===== src/rtl/region_read_pkg.sv =====
`default_nettype none

package region_read_pkg;

    // data path widths.
    localparam int DATA_W        = 32;
    localparam int PROPS_W       = 128;
    localparam int DESC_PER_LINE = 4;
    localparam int ITER_W        = 16;

    // store geometry, region addresses wrap at 256.
    localparam int STORE_AW = 8;
    localparam int FIFO_AW  = 4;

    // output queue sizing.
    localparam int OUTQ_DEPTH  = 16;
    localparam int OUTQ_MARGIN = 3;

    // command word layout, shared with the descriptor words.
    localparam int CMD_OFFSET_LSB = 0;
    localparam int CMD_OFFSET_MSB = 13;
    localparam int CMD_USE_PROPS  = 14;
    localparam int CMD_KEEP_COUNT = 15;
    localparam int CMD_LENGTH_LSB = 16;
    localparam int CMD_LENGTH_MSB = 29;
    localparam int CMD_SOURCE_LSB = 30;
    localparam int CMD_SOURCE_MSB = 31;
    localparam int FIELD_W        = CMD_OFFSET_MSB - CMD_OFFSET_LSB + 1;

    typedef enum logic [1:0]
    {
        SRC_NONE = 2'd0,
        SRC_BRAM = 2'd1,
        SRC_FIFO = 2'd2,
        SRC_BOTH = 2'd3
    } read_source_e;

    typedef enum logic [2:0]
    {
        ST_IDLE,
        ST_BRAM_READ,
        ST_FIFO_READ,
        ST_FETCH_PROPS,
        ST_RECEIVE_PROPS,
        ST_READ_WITH_PROPS
    } reader_state_e;

endpackage

`default_nettype wire


===== src/rtl/region_reader.sv =====
`timescale 1ns/100ps
`default_nettype none

module region_reader
    import region_read_pkg::*;
(
    input  logic                 clk,
    input  logic                 reset,
    input  logic                 op_start,
    input  read_source_e         cfg_source,
    input  logic [FIELD_W-1:0]   cfg_offset,
    input  logic [FIELD_W-1:0]   cfg_length,
    input  logic                 cfg_use_props,
    input  logic                 cfg_keep_count,
    input  logic [ITER_W-1:0]    cfg_iterations,
    input  logic                 props_rvalid,
    input  logic [PROPS_W-1:0]   props_rdata,
    input  logic                 region_rvalid,
    input  logic [DATA_W-1:0]    region_rdata,
    input  logic                 region_empty,
    input  logic                 almost_full,
    output logic                 busy,
    output logic                 op_done,
    output logic                 props_re,
    output logic [STORE_AW-1:0]  props_raddr,
    output logic                 region_re,
    output logic                 region_rd_fifo,
    output logic [STORE_AW-1:0]  region_raddr,
    output logic                 push,
    output logic [DATA_W-1:0]    push_data
);
    localparam int POS_W = $clog2(DESC_PER_LINE);

    reader_state_e      state;
    logic [FIELD_W-1:0] line_count;
    logic [ITER_W-1:0]  iter_count;
    logic [ITER_W-1:0]  iter_last_idx;
    logic [FIELD_W-1:0] run_offset;
    logic [FIELD_W-1:0] desc_offset;
    logic [FIELD_W-1:0] desc_length;
    logic [DATA_W-1:0]  desc_word;
    logic [FIELD_W-1:0] cur_base;
    logic [FIELD_W-1:0] cur_length;
    logic               last_word;
    logic               last_iter;
    logic               empty_desc;
    logic               iter_end;

    assign busy = (state != ST_IDLE);

    // zero iterations run once.
    assign iter_last_idx = (cfg_iterations == '0) ? '0 : cfg_iterations - 1'b1;
    assign last_iter     = (iter_count == iter_last_idx);

    // descriptor picked by the low offset bits.
    assign desc_word  = props_rdata[DATA_W*run_offset[POS_W-1:0] +: DATA_W];
    assign empty_desc = (desc_word[CMD_LENGTH_MSB:CMD_LENGTH_LSB] == '0);

    assign props_re    = (state == ST_FETCH_PROPS);
    assign props_raddr = STORE_AW'(run_offset >> POS_W);

    assign cur_base   = (state == ST_READ_WITH_PROPS) ? desc_offset : run_offset;
    assign cur_length = (state == ST_READ_WITH_PROPS) ? desc_length : cfg_length;

    // reads stop while the output queue is nearly full.
    always_comb
    begin
        region_re = 1'b0;
        if (!almost_full)
        begin
            case (state)
                ST_BRAM_READ:       region_re = 1'b1;
                ST_FIFO_READ:       region_re = !region_empty;
                ST_READ_WITH_PROPS: region_re = 1'b1;
                default:            region_re = 1'b0;
            endcase
        end
    end

    assign region_rd_fifo = (state == ST_FIFO_READ);
    assign region_raddr   = STORE_AW'(cur_base + line_count);

    assign last_word = (line_count == cur_length - 1'b1);
    assign iter_end  = (region_re && last_word) ||
                       (state == ST_RECEIVE_PROPS && props_rvalid && empty_desc);

    always_ff @(posedge clk)
    begin
        if (reset)
        begin
            state      <= ST_IDLE;
            op_done    <= 1'b0;
            push       <= 1'b0;
            line_count <= '0;
            iter_count <= '0;
        end
        else
        begin
            op_done <= 1'b0;
            push    <= region_rvalid;
            if (region_re)
            begin
                line_count <= line_count + 1'b1;
            end

            case (state)
                ST_IDLE:
                begin
                    if (op_start)
                    begin
                        line_count <= '0;
                        iter_count <= '0;
                        if (cfg_use_props)
                        begin
                            state <= ST_FETCH_PROPS;
                        end
                        else if (cfg_length == '0 || cfg_source == SRC_NONE)
                        begin
                            op_done <= 1'b1;
                        end
                        else if (cfg_source == SRC_BRAM)
                        begin
                            state <= ST_BRAM_READ;
                        end
                        else
                        begin
                            // SRC_BOTH reads the FIFO.
                            state <= ST_FIFO_READ;
                        end
                    end
                end

                ST_FETCH_PROPS:
                begin
                    state <= ST_RECEIVE_PROPS;
                end

                ST_RECEIVE_PROPS:
                begin
                    if (props_rvalid && !empty_desc)
                    begin
                        state <= ST_READ_WITH_PROPS;
                    end
                end

                default:
                begin
                end
            endcase

            if (iter_end)
            begin
                line_count <= '0;
                iter_count <= iter_count + 1'b1;
                if (last_iter)
                begin
                    state   <= ST_IDLE;
                    op_done <= 1'b1;
                end
                else if (cfg_use_props)
                begin
                    state <= ST_FETCH_PROPS;
                end
            end
        end
    end

    // running offset and descriptor fields.
    always_ff @(posedge clk)
    begin
        push_data <= region_rdata;
        if (state == ST_IDLE && op_start)
        begin
            run_offset <= cfg_offset;
        end
        else if (iter_end && cfg_keep_count)
        begin
            run_offset <= run_offset + cfg_length;
        end
        if (state == ST_RECEIVE_PROPS && props_rvalid)
        begin
            desc_offset <= desc_word[CMD_OFFSET_MSB:CMD_OFFSET_LSB];
            desc_length <= desc_word[CMD_LENGTH_MSB:CMD_LENGTH_LSB];
        end
    end

    // the almost-full margin counts on a one-cycle store latency.
    a_region_latency : assert property (@(posedge clk) disable iff (reset)
        region_re |=> region_rvalid);

endmodule

`default_nettype wire


===== config.mk =====
export PLATFORM = sky130hd
export DESIGN_NAME = region_reader
export DESIGN_NICKNAME = d
export VERILOG_FILES = /design/src/rtl/region_read_pkg.sv /design/src/rtl/region_reader.sv
export SDC_FILE = /design/constraint.sdc
export NUM_CORES = 1
export LEC_CHECK = 0
export CAP_MARGIN = 30
export CORE_ASPECT_RATIO = 0.8
export CORE_UTILIZATION = 65
export DETAILED_ROUTE_END_ITERATION = 10
export DONT_BUFFER_PORTS = 1
export PLACE_DENSITY = 0.81
export SYNTH_ARGS = -nofsm -noshare
export SYNTH_HDL_FRONTEND = slang
export SYNTH_SLANG_ARGS = --single-unit

===== constraint.sdc =====
create_clock -name clk -period 6.1 [get_ports clk]
set_input_delay 1.83 -clock clk [delete_from_list [all_inputs] [get_ports clk]]
set_output_delay 1.83 -clock clk [all_outputs]
set_load 0.03 [all_outputs]

After elaboration in Yosys (flattened, before gate mapping)

Index checks and enable logic that the tools add are counted.

Memory bits (read-only): 0
Output and inout port bits: 54
Bits in latches: 0
Logic and storage cells: 74
Register bits after elaboration: 103
Memories: 0
Input port bits: 215
Memory bits (writable): 0

$mul: 0
Equal/unequal tests: 8
Divide/modulo/power cells: 0
Bitwise gates (word level): 0
Order comparisons: 0
Add/sub/neg operators: 6
Shift operators: 1
Muxes and demuxes: 28
Reduce and logical (&&, ||, !) cells: 22

Operators with widths:

| cell                                               | number |
|---|---|
| indexed part select 128 x 8 -> 30 bit              | 1 |
| 2-to-1 mux 14 bit                                  | 6 |
| 2-to-1 mux 16 bit                                  | 4 |
| zero test 14 bit                                   | 2 |
| 2-to-1 mux 3 bit                                   | 7 |
| adder 16 x 1 -> 16 bit, second input constant      | 1 |
| == test 16 bit                                     | 1 |
| zero test 16 bit                                   | 1 |
| subtractor 16 x 1 -> 16 bit, second input constant | 1 |
| adder 14 x 1 -> 14 bit, second input constant      | 1 |
| adder 14 bit                                       | 1 |
| == test 14 bit                                     | 1 |
| subtractor 14 x 1 -> 14 bit, second input constant | 1 |
| case mux 3 bit (3 select lines)                    | 1 |
| adder 8 bit                                        | 1 |
| 2-to-1 mux 8 bit                                   | 1 |
| 2-to-1 mux 1 bit                                   | 7 |
| == test 3 x 2 -> 1 bit, second input constant      | 2 |
| == test 3 bit, second input constant               | 2 |
| logical AND 1 bit                                  | 6 |
| nonzero test 2 bit                                 | 3 |
| OR reduction 2 bit                                 | 2 |
| == test 3 x 1 -> 1 bit, second input constant      | 1 |
| zero test 3 bit                                    | 1 |
| 8 further kinds                                    | 10 |

Depth between registers and ports, before layout

Gate-level depths: netlist of run 1.

Depth after elaboration: 9
Depth in mapped cells: 18
Depth with buffers taken out: 12

Least setup slack after synthesis of run 1

Ideal clock, no wire load.

Path kind: input port to flip-flop
Start point: in cfg_length[1]
End point: reg run_offset[0] (enable)
Stages on the path: 12
Arrival time: 4.756 ns
Required time: 5.709 ns
Buffers on the path: 0
Library setup time: 0.391 ns
Slack: 0.953 ns
Cell sequence: inv_1 -> nor2_1 -> a21oi_1 -> ha_1 -> or4b_1 -> o21a_1 -> nor3_1 -> nor3_1 -> a311oi_1 -> nand4_1 -> o21a_1 -> o21ai_0

Word-level cells in the longest chain between the ends: 7

Ends and longest elaborated chain:

| element                             | RTL line             | RTL |
|---|---|---|
| from (decl)                         | region_reader.sv:12  | `input logic [FIELD_W-1:0] cfg_length,` |
| 2-to-1 mux 14 bit                   | region_reader.sv:63  | `assign cur_length = (state == ST_READ_WITH_PROPS) ? desc_length : cfg_length;` |
| subtractor 14 x 1 -> 14 bit         | region_reader.sv:83  | `assign last_word = (line_count == cur_length - 1'b1);` |
| == test 14 bit                      | region_reader.sv:83  |  |
| logical AND 1 bit                   | region_reader.sv:84  | `assign iter_end = (region_re && last_word) \|\|` |
| logical OR 1 bit                    | region_reader.sv:84  |  |
| logical AND 1 bit                   | region_reader.sv:176 | `else if (iter_end && cfg_keep_count)` |
| nonzero test 2 bit (no source line) | --                   |  |
| to (signal assigned)                | region_reader.sv:174 | `run_offset <= cfg_offset;` |
| to (signal assigned)                | region_reader.sv:178 | `run_offset <= run_offset + cfg_length;` |
| to (decl)                           | region_reader.sv:38  | `logic [FIELD_W-1:0] run_offset;` |

Every way passes these cells.
A chain may end at the register's enable or synchronous reset.

Worst setup path in the final report of run 1

Start point: reg state[1]
End point: out region_raddr[7]

Word-level cells in the longest chain between the ends: 3

Ends and longest elaborated chain:

| element                | RTL line             | RTL |
|---|---|---|
| from (decl)            | region_reader.sv:34  | `reader_state_e state;` |
| from (signal assigned) | region_reader.sv:91  | `state <= ST_IDLE;` |
| from (signal assigned) | region_reader.sv:115 | `state <= ST_FETCH_PROPS;` |
| from (signal assigned) | region_reader.sv:123 | `state <= ST_BRAM_READ;` |
| == test 3 bit          | region_reader.sv:62  | `assign cur_base = (state == ST_READ_WITH_PROPS) ? desc_offset : run_offset;` |
| 2-to-1 mux 8 bit       | region_reader.sv:62  |  |
| adder 8 bit            | region_reader.sv:81  | `assign region_raddr = STORE_AW'(cur_base + line_count);` |
| to (decl)              | region_reader.sv:28  | `output logic [STORE_AW-1:0] region_raddr,` |

Every way passes these cells.

==> results of run 1 <==
[Yosys cell counts (20+ instances only)]
cell type	number
nor2_1	51
ha_1	21
a31oi_1	31
clkbuf_1	28
xnor2_1	33
nand4_1	32
xor2_1	25
nor3_1	28
dfxtp_1	67
mux4_2	22
inv_1	30
mux2i_1	20
edfxtp_1	32
nand2_1	54
o21ai_0	23
a21oi_1	34
[cell families after synthesis]
kind of cell	after synthesis	synth area share
and+or+nand+nor	276	0.225
AOI/OAI and AO/OA	160	0.159
DFF	99	0.333
buffers and inverters	87	0.0576
xor gates and xnor gates	59	0.0768
muxes	44	0.104
adders and majority gates	23	0.0438
[through the flow]
stage	utilization	instances
floorplan	-	748
global placement	0.670	844
detailed placement	0.670	844
CTS	0.700	860
global route	0.700	860
finish	0.700	860
[final cells by class]
| cell class | count | area [um2] | share of cell area |
|---|---|---|---|
| multi-input cells | 562 | 4210 | 0.585 |
| flip-flops and latches | 99 | 2300 | 0.320 |
| repair buffers | 12 | 90.1 | 0.0125 |
| clock inverters | 7 | 78.8 | 0.0110 |
| well taps | 140 | 175 | 0.0243 |
| inverters | 31 | 116 | 0.0162 |
| clock buffers | 9 | 225 | 0.0313 |
[metal layers]
metal	vias to the layer above	global-route usage
met1	2856	0.503
met5	-	0
met4	0	0.0970
li1	2733	-
met3	36	0.0923
met2	412	0.575
[tightest hold or removal path, stage by stage, from the launching register on]
cell and delay, ns:
dfxtp_1 0.38, nand3_1 0.10, mux2i_1 0.06
[worst paths after layout]
check / startpoint / to / depth (start not counted)
min: iter_count[1]$_SDFFE_PP0P_ / iter_count[1]$_SDFFE_PP0P_ / 2
max reg2reg: state[0]$_SDFF_PP0_ / run_offset[8]$_DFFE_PP_ / 14
min reg2reg: iter_count[1]$_SDFFE_PP0P_ / iter_count[1]$_SDFFE_PP0P_ / 2
max: state[1]$_SDFF_PP0_ / region_raddr[7] / 12
[flip-flops by register name, indices dropped and copies added, names as in the netlist]
name         count
iter_count      16
desc_length     14
line_count      14
run_offset      10
push_data       32
op_done          1
push             1
state            3
desc_offset      8
[power groups by stage]
| stage | clock network, mW | logic (mW) | registers [mW] |
|---|---|---|---|
| finish | 0.573 | 0.337 | 0.788 |
| global route | 0.606 | 0.365 | 0.793 |
| CTS | 0.576 | 0.333 | 0.788 |
| detailed placement | 0 | 0.331 | 0.803 |
| global placement | 0 | 0.319 | 0.803 |
| floorplan | 0 | 0.313 | 0.774 |
==> results.ini, run 1 <==
[status]
status = finished, final reports clean

[logic_synthesis]
netlist_instances = 748
syn_area_per_cell_um2 = 9.24
synth_edf_count = 32
yosysWarnings = 0
synth_area_um2 = 6910
ys_seq_area_frac = 0.333
syn_nets = 986
yosys-top-cells-area = dfxtp_1 19%, edfxtp_1 14%, mux4_2 7.2%, xnor2_1 4.2%, ha_1 3.8%
yosys.area.top_type = dfxtp_1
async_reset_ff_frac = 0
synth_cell_type_count = 81
synth-seq-cells = 99
yosys.area.top_type_share = 0.194
synthFlopType = dfxtp_1

[critical_path]
path_class = flip-flop to output pin
worstPathArrival_ns = 3.23
required_ns = 4.27
reg2reg_slack_ns = 1.36
critPathMaxFanout = 8
slowest_stage = dfxtp_1
critPathBufInv = 1
setup.worst_path.start_class = flip-flop
end_kind = output pin
cp_top_family = compound AO/OA/AOI/OAI gates
crit_path_cell_trace = and3b_1 -> o21ai_0 -> ha_1 -> a21o_1 -> a21oi_1 -> o21bai_1 -> a21oi_1 -> nor2b_1 -> o21ai_0 -> nand2b_1 -> xnor2_1 -> buf_4
critPathMaxStageDelay_ns = 0.49

[timing]
hold_violations = 0
setup_ws_ns = 1.04
whs_ns = 0.584
period_minus_slack_ns = 5.06
tns_ns = 0
fin_skew_ns = 0.0133
slew_viol_final = 0
setup_viol = 0
tightest_slew_ns = 1.02
max_freq_mhz = 198
rsz0062_at_grt = no
finalCritPeriodShare = 0.830
slew_headroom = 0.315

[drt]
highest_layer = met4
wl_met3_um = 2230
dr.pass1.iters = 5
wl_met2_um = 9030
wl_um = 19900
vias = 6037
via_per_inst = 7.02
wire_per_inst_um = 23.1
antenna_left = 0
wl_met1_um = 8240
route.detailed.drc = 0
initialDrtViolationCount = 573

[place]
detailed_place_hpwl_um = 15500
place_ws_ns = 0.938
post_dp_cell_area_um2 = 6890
place_congestion = 0.931
port-buffer-count = 0

[clock_network]
cts.clk_slew.worst_paths_ns = 0.07
cts_tree = built
cts-root-buf = clkbuf_16
cts_setup_buffers = 0
cts_max_level = 3
post_cts_resized = 0
cts_sinks = 99
postCtsHoldBufs = 0
clk_latency_ns = 0.35
cts-buffers-inserted = 9
clock_tree.buffer_depth = 2

[finish]
fillCellCount = 777
final_common_cell = dfxtp_1
drive_gt1_frac = 0.106
mostFrequentLayoutCells = 67 x dfxtp_1, 54 x nand2_1, 51 x nor2_1, 34 x a21oi_1, 33 x xnor2_1
finalInstanceArea_um2 = 7200
area_growth_pct = 4.17
diodes = 0
final_nets = 953

[power_and_ir_drop]
sw_frac_of_total = 0.319
finalPower_mw = 1.70
p_int_mw = 1.16
p_seq_frac = 0.464
p_sw_mw = 0.542
leakagePower_nw = 2.48
pwr-share-comb = 0.198
ir_drop_v = 0.000155
pwr-share-clk = 0.337
power.density_nw_per_um2 = 236

[worst_hold_path]
hold_class = flip-flop to flip-flop

[floorplan]
fp.dieH_um = 94.2
ios = 269
dieWidth_um = 117
start_util = 0.672
die-area_um2 = 11000
rows = 33
core_region_area_um2 = 10300

[global_routing]
grt_pass1_wl_um = 30300
grt_use_total = 0.368
grt_overflow_total = 0
grt_pass1_vias = 5594
antenna_found_initial = 0
grt_max_degree = 34

[run]
max-cap-violations = 0

No activity file was read; power rests on OpenSTA's default activity.
==> run 2, diff against run 1 <==
--- a/config.mk
+++ b/config.mk
@@ -7,10 +7,10 @@
 export LEC_CHECK = 0
 export CAP_MARGIN = 30
 export CORE_ASPECT_RATIO = 0.8
-export CORE_UTILIZATION = 65
+export CORE_UTILIZATION = 59
 export DETAILED_ROUTE_END_ITERATION = 10
 export DONT_BUFFER_PORTS = 1
-export PLACE_DENSITY = 0.81
+export PLACE_DENSITY = 0.78
 export SYNTH_ARGS = -nofsm -noshare
 export SYNTH_HDL_FRONTEND = slang
 export SYNTH_SLANG_ARGS = --single-unit
==> constraint.sdc (replaced) <==
create_clock -name clk -period 4.6 [get_ports clk]
set_input_delay 1.38 -clock clk [delete_from_list [all_inputs] [get_ports clk]]
set_output_delay 1.38 -clock clk [all_outputs]
set_load 0.03 [all_outputs]
==> results.ini, run 2 (same netlist as run 1, synthesis figures left out) <==
[status]
status = finished, final reports clean  ; unchanged

[worst_hold_path]
hold_class = flip-flop to flip-flop  ; unchanged

[timing]
fin_skew_ns = 0.0113  ; was 0.0133 ns
finalCritPeriodShare = 0.963
setup_viol = 0  ; unchanged
slew_headroom = 0.436  ; was 0.315
tightest_slew_ns = 0.845  ; was 1.02 ns
hold_violations = 0  ; unchanged
period_minus_slack_ns = 4.43
max_freq_mhz = 226
setup_ws_ns = 0.172  ; was 1.04 ns
slew_viol_final = 0  ; unchanged

[finish]
largest_reg_flops = 32  ; unchanged
mostFrequentLayoutCells = 65 x dfxtp_1, 54 x nand2_1, 51 x nor2_1, 33 x a21oi_1, 33 x xnor2_1  ; was 67 x dfxtp_1, 54 x nand2_1, 51 x nor2_1, 34 x a21oi_1, 33 x xnor2_1
drive_gt1_frac = 0.128  ; was 0.106
instances_no_fill = 882  ; was 860
reg_top3 = push_data (32), iter_count (16)  ; unchanged
final_nets = 968  ; was 953
area_growth_pct = 6.68  ; was 4.17%
final_common_cell = dfxtp_1  ; unchanged
regMostFlops = push_data  ; unchanged
finalInstanceArea_um2 = 7370  ; was 7200 um2

[run]
max-cap-violations = 0  ; unchanged

[clock_network]
clock_tree.buffer_depth = 2  ; unchanged
cts_sinks = 99  ; unchanged
postCtsHoldBufs = 0  ; unchanged
cts-root-buf = clkbuf_16  ; unchanged
cts.clk_slew.worst_paths_ns = 0.07  ; about the same
cts_max_level = 3  ; unchanged
cts_setup_buffers = 0  ; unchanged
cts_tree = built  ; unchanged
clk_latency_ns = 0.36  ; was 0.35 ns
cts-buffers-inserted = 9  ; unchanged

[critical_path]
setup.worst_path.start_class = flip-flop  ; unchanged
end_kind = output pin  ; unchanged
slowest_stage = dfxtp_2  ; was dfxtp_1
critPathMaxStageDelay_ns = 0.40  ; was 0.49 ns
critPathBufInv = 2  ; was 1
path_class = flip-flop to output pin  ; unchanged
cp_top_family = compound AO/OA/AOI/OAI gates  ; unchanged
worstPathArrival_ns = 3.05  ; was 3.23 ns
cpMostUsedCell = nand2_1
required_ns = 3.22  ; was 4.27 ns
critPathMaxFanout = 28  ; was 8
crit_path_cell_trace = and3b_2 -> buf_8 -> nand2_1 -> nand2_1 -> ha_1 -> a21o_1 -> a21oi_1 -> o21bai_1 -> a21oi_2 -> nor2b_1 -> o21ai_0 -> nand2b_1 -> xnor2_1 -> buf_4  ; was and3b_1 -> o21ai_0 -> ha_1 -> a21o_1 -> a21oi_1 -> o21bai_1 -> a21oi_1 -> nor2b_1 -> o21ai_0 -> nand2b_1 -> xnor2_1 -> buf_4

[global_routing]
grt_overflow_total = 0  ; unchanged
grt_use_total = 0.340  ; was 0.368
grt_pass1_wl_um = 30900  ; was 30300 um
grt_max_degree = 32  ; was 34
grt_pass1_vias = 5771  ; was 5594
antenna_found_initial = 4  ; was 0

[place]
post-place-cells = 863  ; was 844
post_dp_cell_area_um2 = 7040  ; was 6890 um2
detailed_place_hpwl_um = 15700  ; was 15500 um
port-buffer-count = 0  ; unchanged
place_congestion = 0.987  ; was 0.931
place_ws_ns = 0.148  ; was 0.938 ns

[drt]
via_per_inst = 6.87  ; was 7.02
wire_per_inst_um = 22.7  ; was 23.1 um
wl_met1_um = 7940  ; was 8240 um
wl_met3_um = 2430  ; was 2230 um
initialDrtViolationCount = 580  ; was 573
vias = 6056  ; was 6037
highest_layer = met4  ; unchanged
wl_met2_um = 9090  ; was 9030 um
dr.pass1.iters = 5  ; unchanged
route.detailed.drc = 0  ; unchanged
antenna_left = 0  ; unchanged
wl_um = 20000  ; was 19900 um

[floorplan]
fp.dieH_um = 98.8  ; was 94.2 um
dieWidth_um = 123  ; was 117 um
start_util = 0.620  ; was 0.672
rows = 34  ; was 33
core_region_area_um2 = 11100  ; was 10300 um2
die-area_um2 = 12100  ; was 11000 um2
ios = 269  ; unchanged

[power_and_ir_drop]
ir_drop_v = 0.000300  ; was 0.000155 V
power.density_nw_per_um2 = 311  ; was 236 nW/um2
finalPower_mw = 2.29  ; was 1.70 mW
leakagePower_nw = 2.56  ; was 2.48 nW

run 2: changes by cell type in the layout (fill, tap and decap cells not counted), moves of 2 or more:
cell     change
buf_4       +10
dfxtp_1      -2
diode_2      +3
dfxtp_2      +2
run 2: area by class of cell:
cell class / instances / area, um2
multi-input cells: 562 / 4220
fillers: 911 / 3770
flip-flops and latches: 99 / 2300
clock buffers: 11 / 254
repair buffers: 27 / 236
well taps: 144 / 180
inverters: 31 / 116
clock inverters: 5 / 53.8
diodes: 3 / 7.51
run 2: path summary, 6_finish.rpt:
| path | startpoint | to | slack [ns] | cells after the start |
|---|---|---|---|---|
| worst max-delay path | state[1]$_SDFF_PP0_ | region_raddr[7] | 0.17 | 14 |
| worst min register to register | line_count[12]$_SDFF_PP0_ | line_count[12]$_SDFF_PP0_ | 0.52 | 2 |
| worst min-delay path | line_count[12]$_SDFF_PP0_ | line_count[12]$_SDFF_PP0_ | 0.52 | 2 |
| worst max register to register | state[2]$_SDFF_PP0_ | iter_count[2]$_SDFFE_PP0P_ | 0.46 | 13 |
run 2: repair_timing:
action / CTS / global route
setup endpoints to repair: 1 / 2
resized for setup: 2 / 6
pin swaps: 0 / 0
run 2: per-layer routing:
metal | global-route usage | vias up
li1 | - | 2766
met1 | 0.442 | 2815
met2 | 0.534 | 435
met3 | 0.0984 | 40
met4 | 0.126 | 0
met5 | 0 | -
run 2: report_power, final:
group | total, mW | switching [mW] | internal, mW
clock network | 0.772 | 0.359 | 0.413
logic | 0.472 | 0.262 | 0.210
registers | 1.05 | 0.0888 | 0.959
run 2: per-stage QoR:
step	utilization	hold WS (ns)	setup TNS [ns]
final	0.661	0.524	0
after global routing	0.661	0.557	-0.00637
after CTS	0.659	0.527	0
after detailed placement	0.631	0.511	0
after global placement	0.628	0.498	0
after floorplan	-	0.484	0
run 2: worst min-delay path, cell delays in order, from the launching register on:
cell and delay (ns):
dfxtp_1 0.35, xnor2_1 0.07, nor2_1 0.07
==> run 3, diff against run 2 <==
==> constraint.sdc (replaced) <==
create_clock -name clk -period 3.71 [get_ports clk]
set_input_delay 1.113 -clock clk [delete_from_list [all_inputs] [get_ports clk]]
set_output_delay 1.113 -clock clk [all_outputs]
set_load 0.03 [all_outputs]
==> results.ini, run 3 (same netlist as run 1, synthesis figures left out) <==
[status]
status = complete, but fails checks  ; was finished, final reports clean
violations = negative setup slack

[finish]
diodes = 0  ; was 3
drive_gt1_frac = 0.225  ; was 0.128
multi_input_area_um2 = 4490  ; was 4220 um2
fillCellCount = 801  ; was 911
regMostFlops = push_data  ; unchanged
final_nets = 1011  ; was 968
largest_reg_flops = 32  ; unchanged
final_util = 0.721  ; was 0.661
area_growth_pct = 16.3  ; was 6.68%
final_common_cell = dfxtp_1  ; unchanged
regArea_um2 = 2300  ; unchanged
mostFrequentLayoutCells = 65 x dfxtp_1, 55 x buf_4, 51 x nor2_1, 45 x nand2_1  ; was 65 x dfxtp_1, 54 x nand2_1, 51 x nor2_1, 33 x a21oi_1, 33 x xnor2_1
reg_top3 = push_data (32), iter_count (16)  ; unchanged

[place]
place_ws_ns = -0.208  ; was 0.148 ns
place_congestion = 0.929  ; was 0.987
detailed_place_hpwl_um = 16100  ; was 15700 um
port-buffer-count = 0  ; unchanged

[global_routing]
grt_max_degree = 32  ; unchanged
grt_overflow_total = 0  ; unchanged
grt_pass1_vias = 5824  ; was 5771
grt_pass1_wl_um = 31100  ; was 30900 um
grt_use_total = 0.343  ; was 0.340
antenna_found_initial = 0  ; was 4

[power_and_ir_drop]
finalPower_mw = 2.94  ; was 2.29 mW
ir_drop_v = 0.000286  ; was 0.000300 V
leakagePower_nw = 2.86  ; was 2.56 nW
power.density_nw_per_um2 = 366  ; was 311 nW/um2

[clock_network]
cts-root-buf = clkbuf_16  ; unchanged
clock_tree.buffer_depth = 2  ; unchanged
clk_latency_ns = 0.35  ; was 0.36 ns
cts.clk_slew.worst_paths_ns = 0.07  ; about the same
cts-buffers-inserted = 9  ; unchanged
cts_max_level = 3  ; unchanged
cts_tree = built  ; unchanged
cts_sinks = 99  ; unchanged

[critical_path]
critPathMaxFanout = 3  ; was 28
crit_path_cell_trace = buf_6 -> nand3b_1 -> nand2_2 -> nand2_2 -> ha_4 -> fa_2 -> a21oi_2 -> nor2_1 -> nor2_1 -> o21bai_1 -> a21oi_1 -> xnor2_1 -> buf_4  ; was and3b_2 -> buf_8 -> nand2_1 -> nand2_1 -> ha_1 -> a21o_1 -> a21oi_1 -> o21bai_1 -> a21oi_2 -> nor2b_1 -> o21ai_0 -> nand2b_1 -> xnor2_1 -> buf_4
path_class = flip-flop to output pin  ; unchanged
reg2reg_slack_ns = -0.08  ; was 0.46 ns
cp_top_family = simple AND/OR/NAND/NOR gates  ; was compound AO/OA/AOI/OAI gates
required_ns = 2.60  ; was 3.22 ns
worstPathArrival_ns = 2.93  ; was 3.05 ns
critPathMaxStageDelay_ns = 0.39  ; was 0.40 ns
slowest_stage = fa_2  ; was dfxtp_2
critPathBufInv = 2  ; unchanged
setup.worst_path.start_class = flip-flop  ; unchanged
end_kind = output pin  ; unchanged

[timing]
finalCritPeriodShare = 1.09
slew_headroom = 0.360  ; was 0.436
period_minus_slack_ns = 4.04
slew_viol_final = 0  ; unchanged
rsz0062_at_grt = yes
setup_viol = 31  ; was 0
setup_ws_ns = -0.332  ; was 0.172 ns
tightest_slew_ns = 0.958  ; was 0.845 ns
hold_violations = 0  ; unchanged
max_freq_mhz = 247
fin_skew_ns = 0.00943  ; was 0.0113 ns

[floorplan]
core_region_area_um2 = 11100  ; unchanged
start_util = 0.620  ; unchanged
ios = 269  ; unchanged
fp.dieH_um = 98.8  ; unchanged
die-area_um2 = 12100  ; unchanged
dieWidth_um = 123  ; unchanged
rows = 34  ; unchanged

[drt]
dr.pass1.iters = 5  ; unchanged
wl_um = 21600  ; was 20000 um
wire_per_inst_um = 23.4  ; was 22.7 um
route.detailed.drc = 0  ; unchanged
via_per_inst = 6.89  ; was 6.87
antenna_left = 0  ; unchanged
vias = 6353  ; was 6056
initialDrtViolationCount = 613  ; was 580

[worst_hold_path]
hold_class = flip-flop to flip-flop  ; unchanged

[run]
max-cap-violations = 0  ; unchanged

run 3: metrics by stage:
step	cells	instance area, um2	hold WS (ns)	setup TNS (ns)
finish	922	8030	0.560	-2.29
global placement	889	7300	0.499	-5.03
CTS	914	7770	0.571	-0.410
detailed placement	889	7300	0.553	-6.05
global route	922	8030	0.599	-5.34
floorplan	748	6990	0.484	-0.294
run 3: tightest hold or removal path: stages, from the launching register on:
cell and delay (ns):
dfxtp_1 0.36, xnor2_1 0.09, nor2_1 0.08
run 3: worst paths after layout:
check,from,endpoint,cells after the start
worst min-delay path,line_count[12]$_SDFF_PP0_,line_count[12]$_SDFF_PP0_,2
worst max-delay path,state[1]$_SDFF_PP0_,region_raddr[6],13
worst min register to register,line_count[12]$_SDFF_PP0_,line_count[12]$_SDFF_PP0_,2
worst max register to register,state[1]$_SDFF_PP0_,run_offset[3]$_DFFE_PP_,14
run 3: routing by layer:
| metal | share of wire | GRT usage | up-vias |
|---|---|---|---|
| met2 | 0.46 | 0.551 | 473 |
| met3 | 0.12 | 0.0660 | 53 |
| met4 | 0.027 | 0.103 | 0 |
| li1 | - | - | 2849 |
| met1 | 0.39 | 0.470 | 2978 |
| met5 | 0 | 0 | - |
run 3: layout make-up:
cell class	instances	area share
multi-input combinational	562	0.559
timing repair buffer	70	0.0774
clock buffer	11	0.0316
sequential	99	0.287
inverter	31	0.0164
tap	144	0.0224
clock inverter	5	0.00670
run 3: repair_timing:
item,4_1_cts,5_1_grt
setup buffers,9,11
resized for setup,21,41
hold buffers,0,0
cloned,0,1
pin swaps,13,32
endpoints found under the setup margin,4,47
run 3: power breakdown:
| part | total [mW] | internal [mW] | leakage, nW | switching [mW] |
|---|---|---|---|---|
| Sequential | 1.30 | 1.19 | 0.846 | 0.107 |
| Clock | 0.956 | 0.512 | 0.150 | 0.444 |
| Combinational | 0.686 | 0.318 | 1.86 | 0.368 |
| Total | 2.94 | 2.02 | 2.86 | 0.919 |
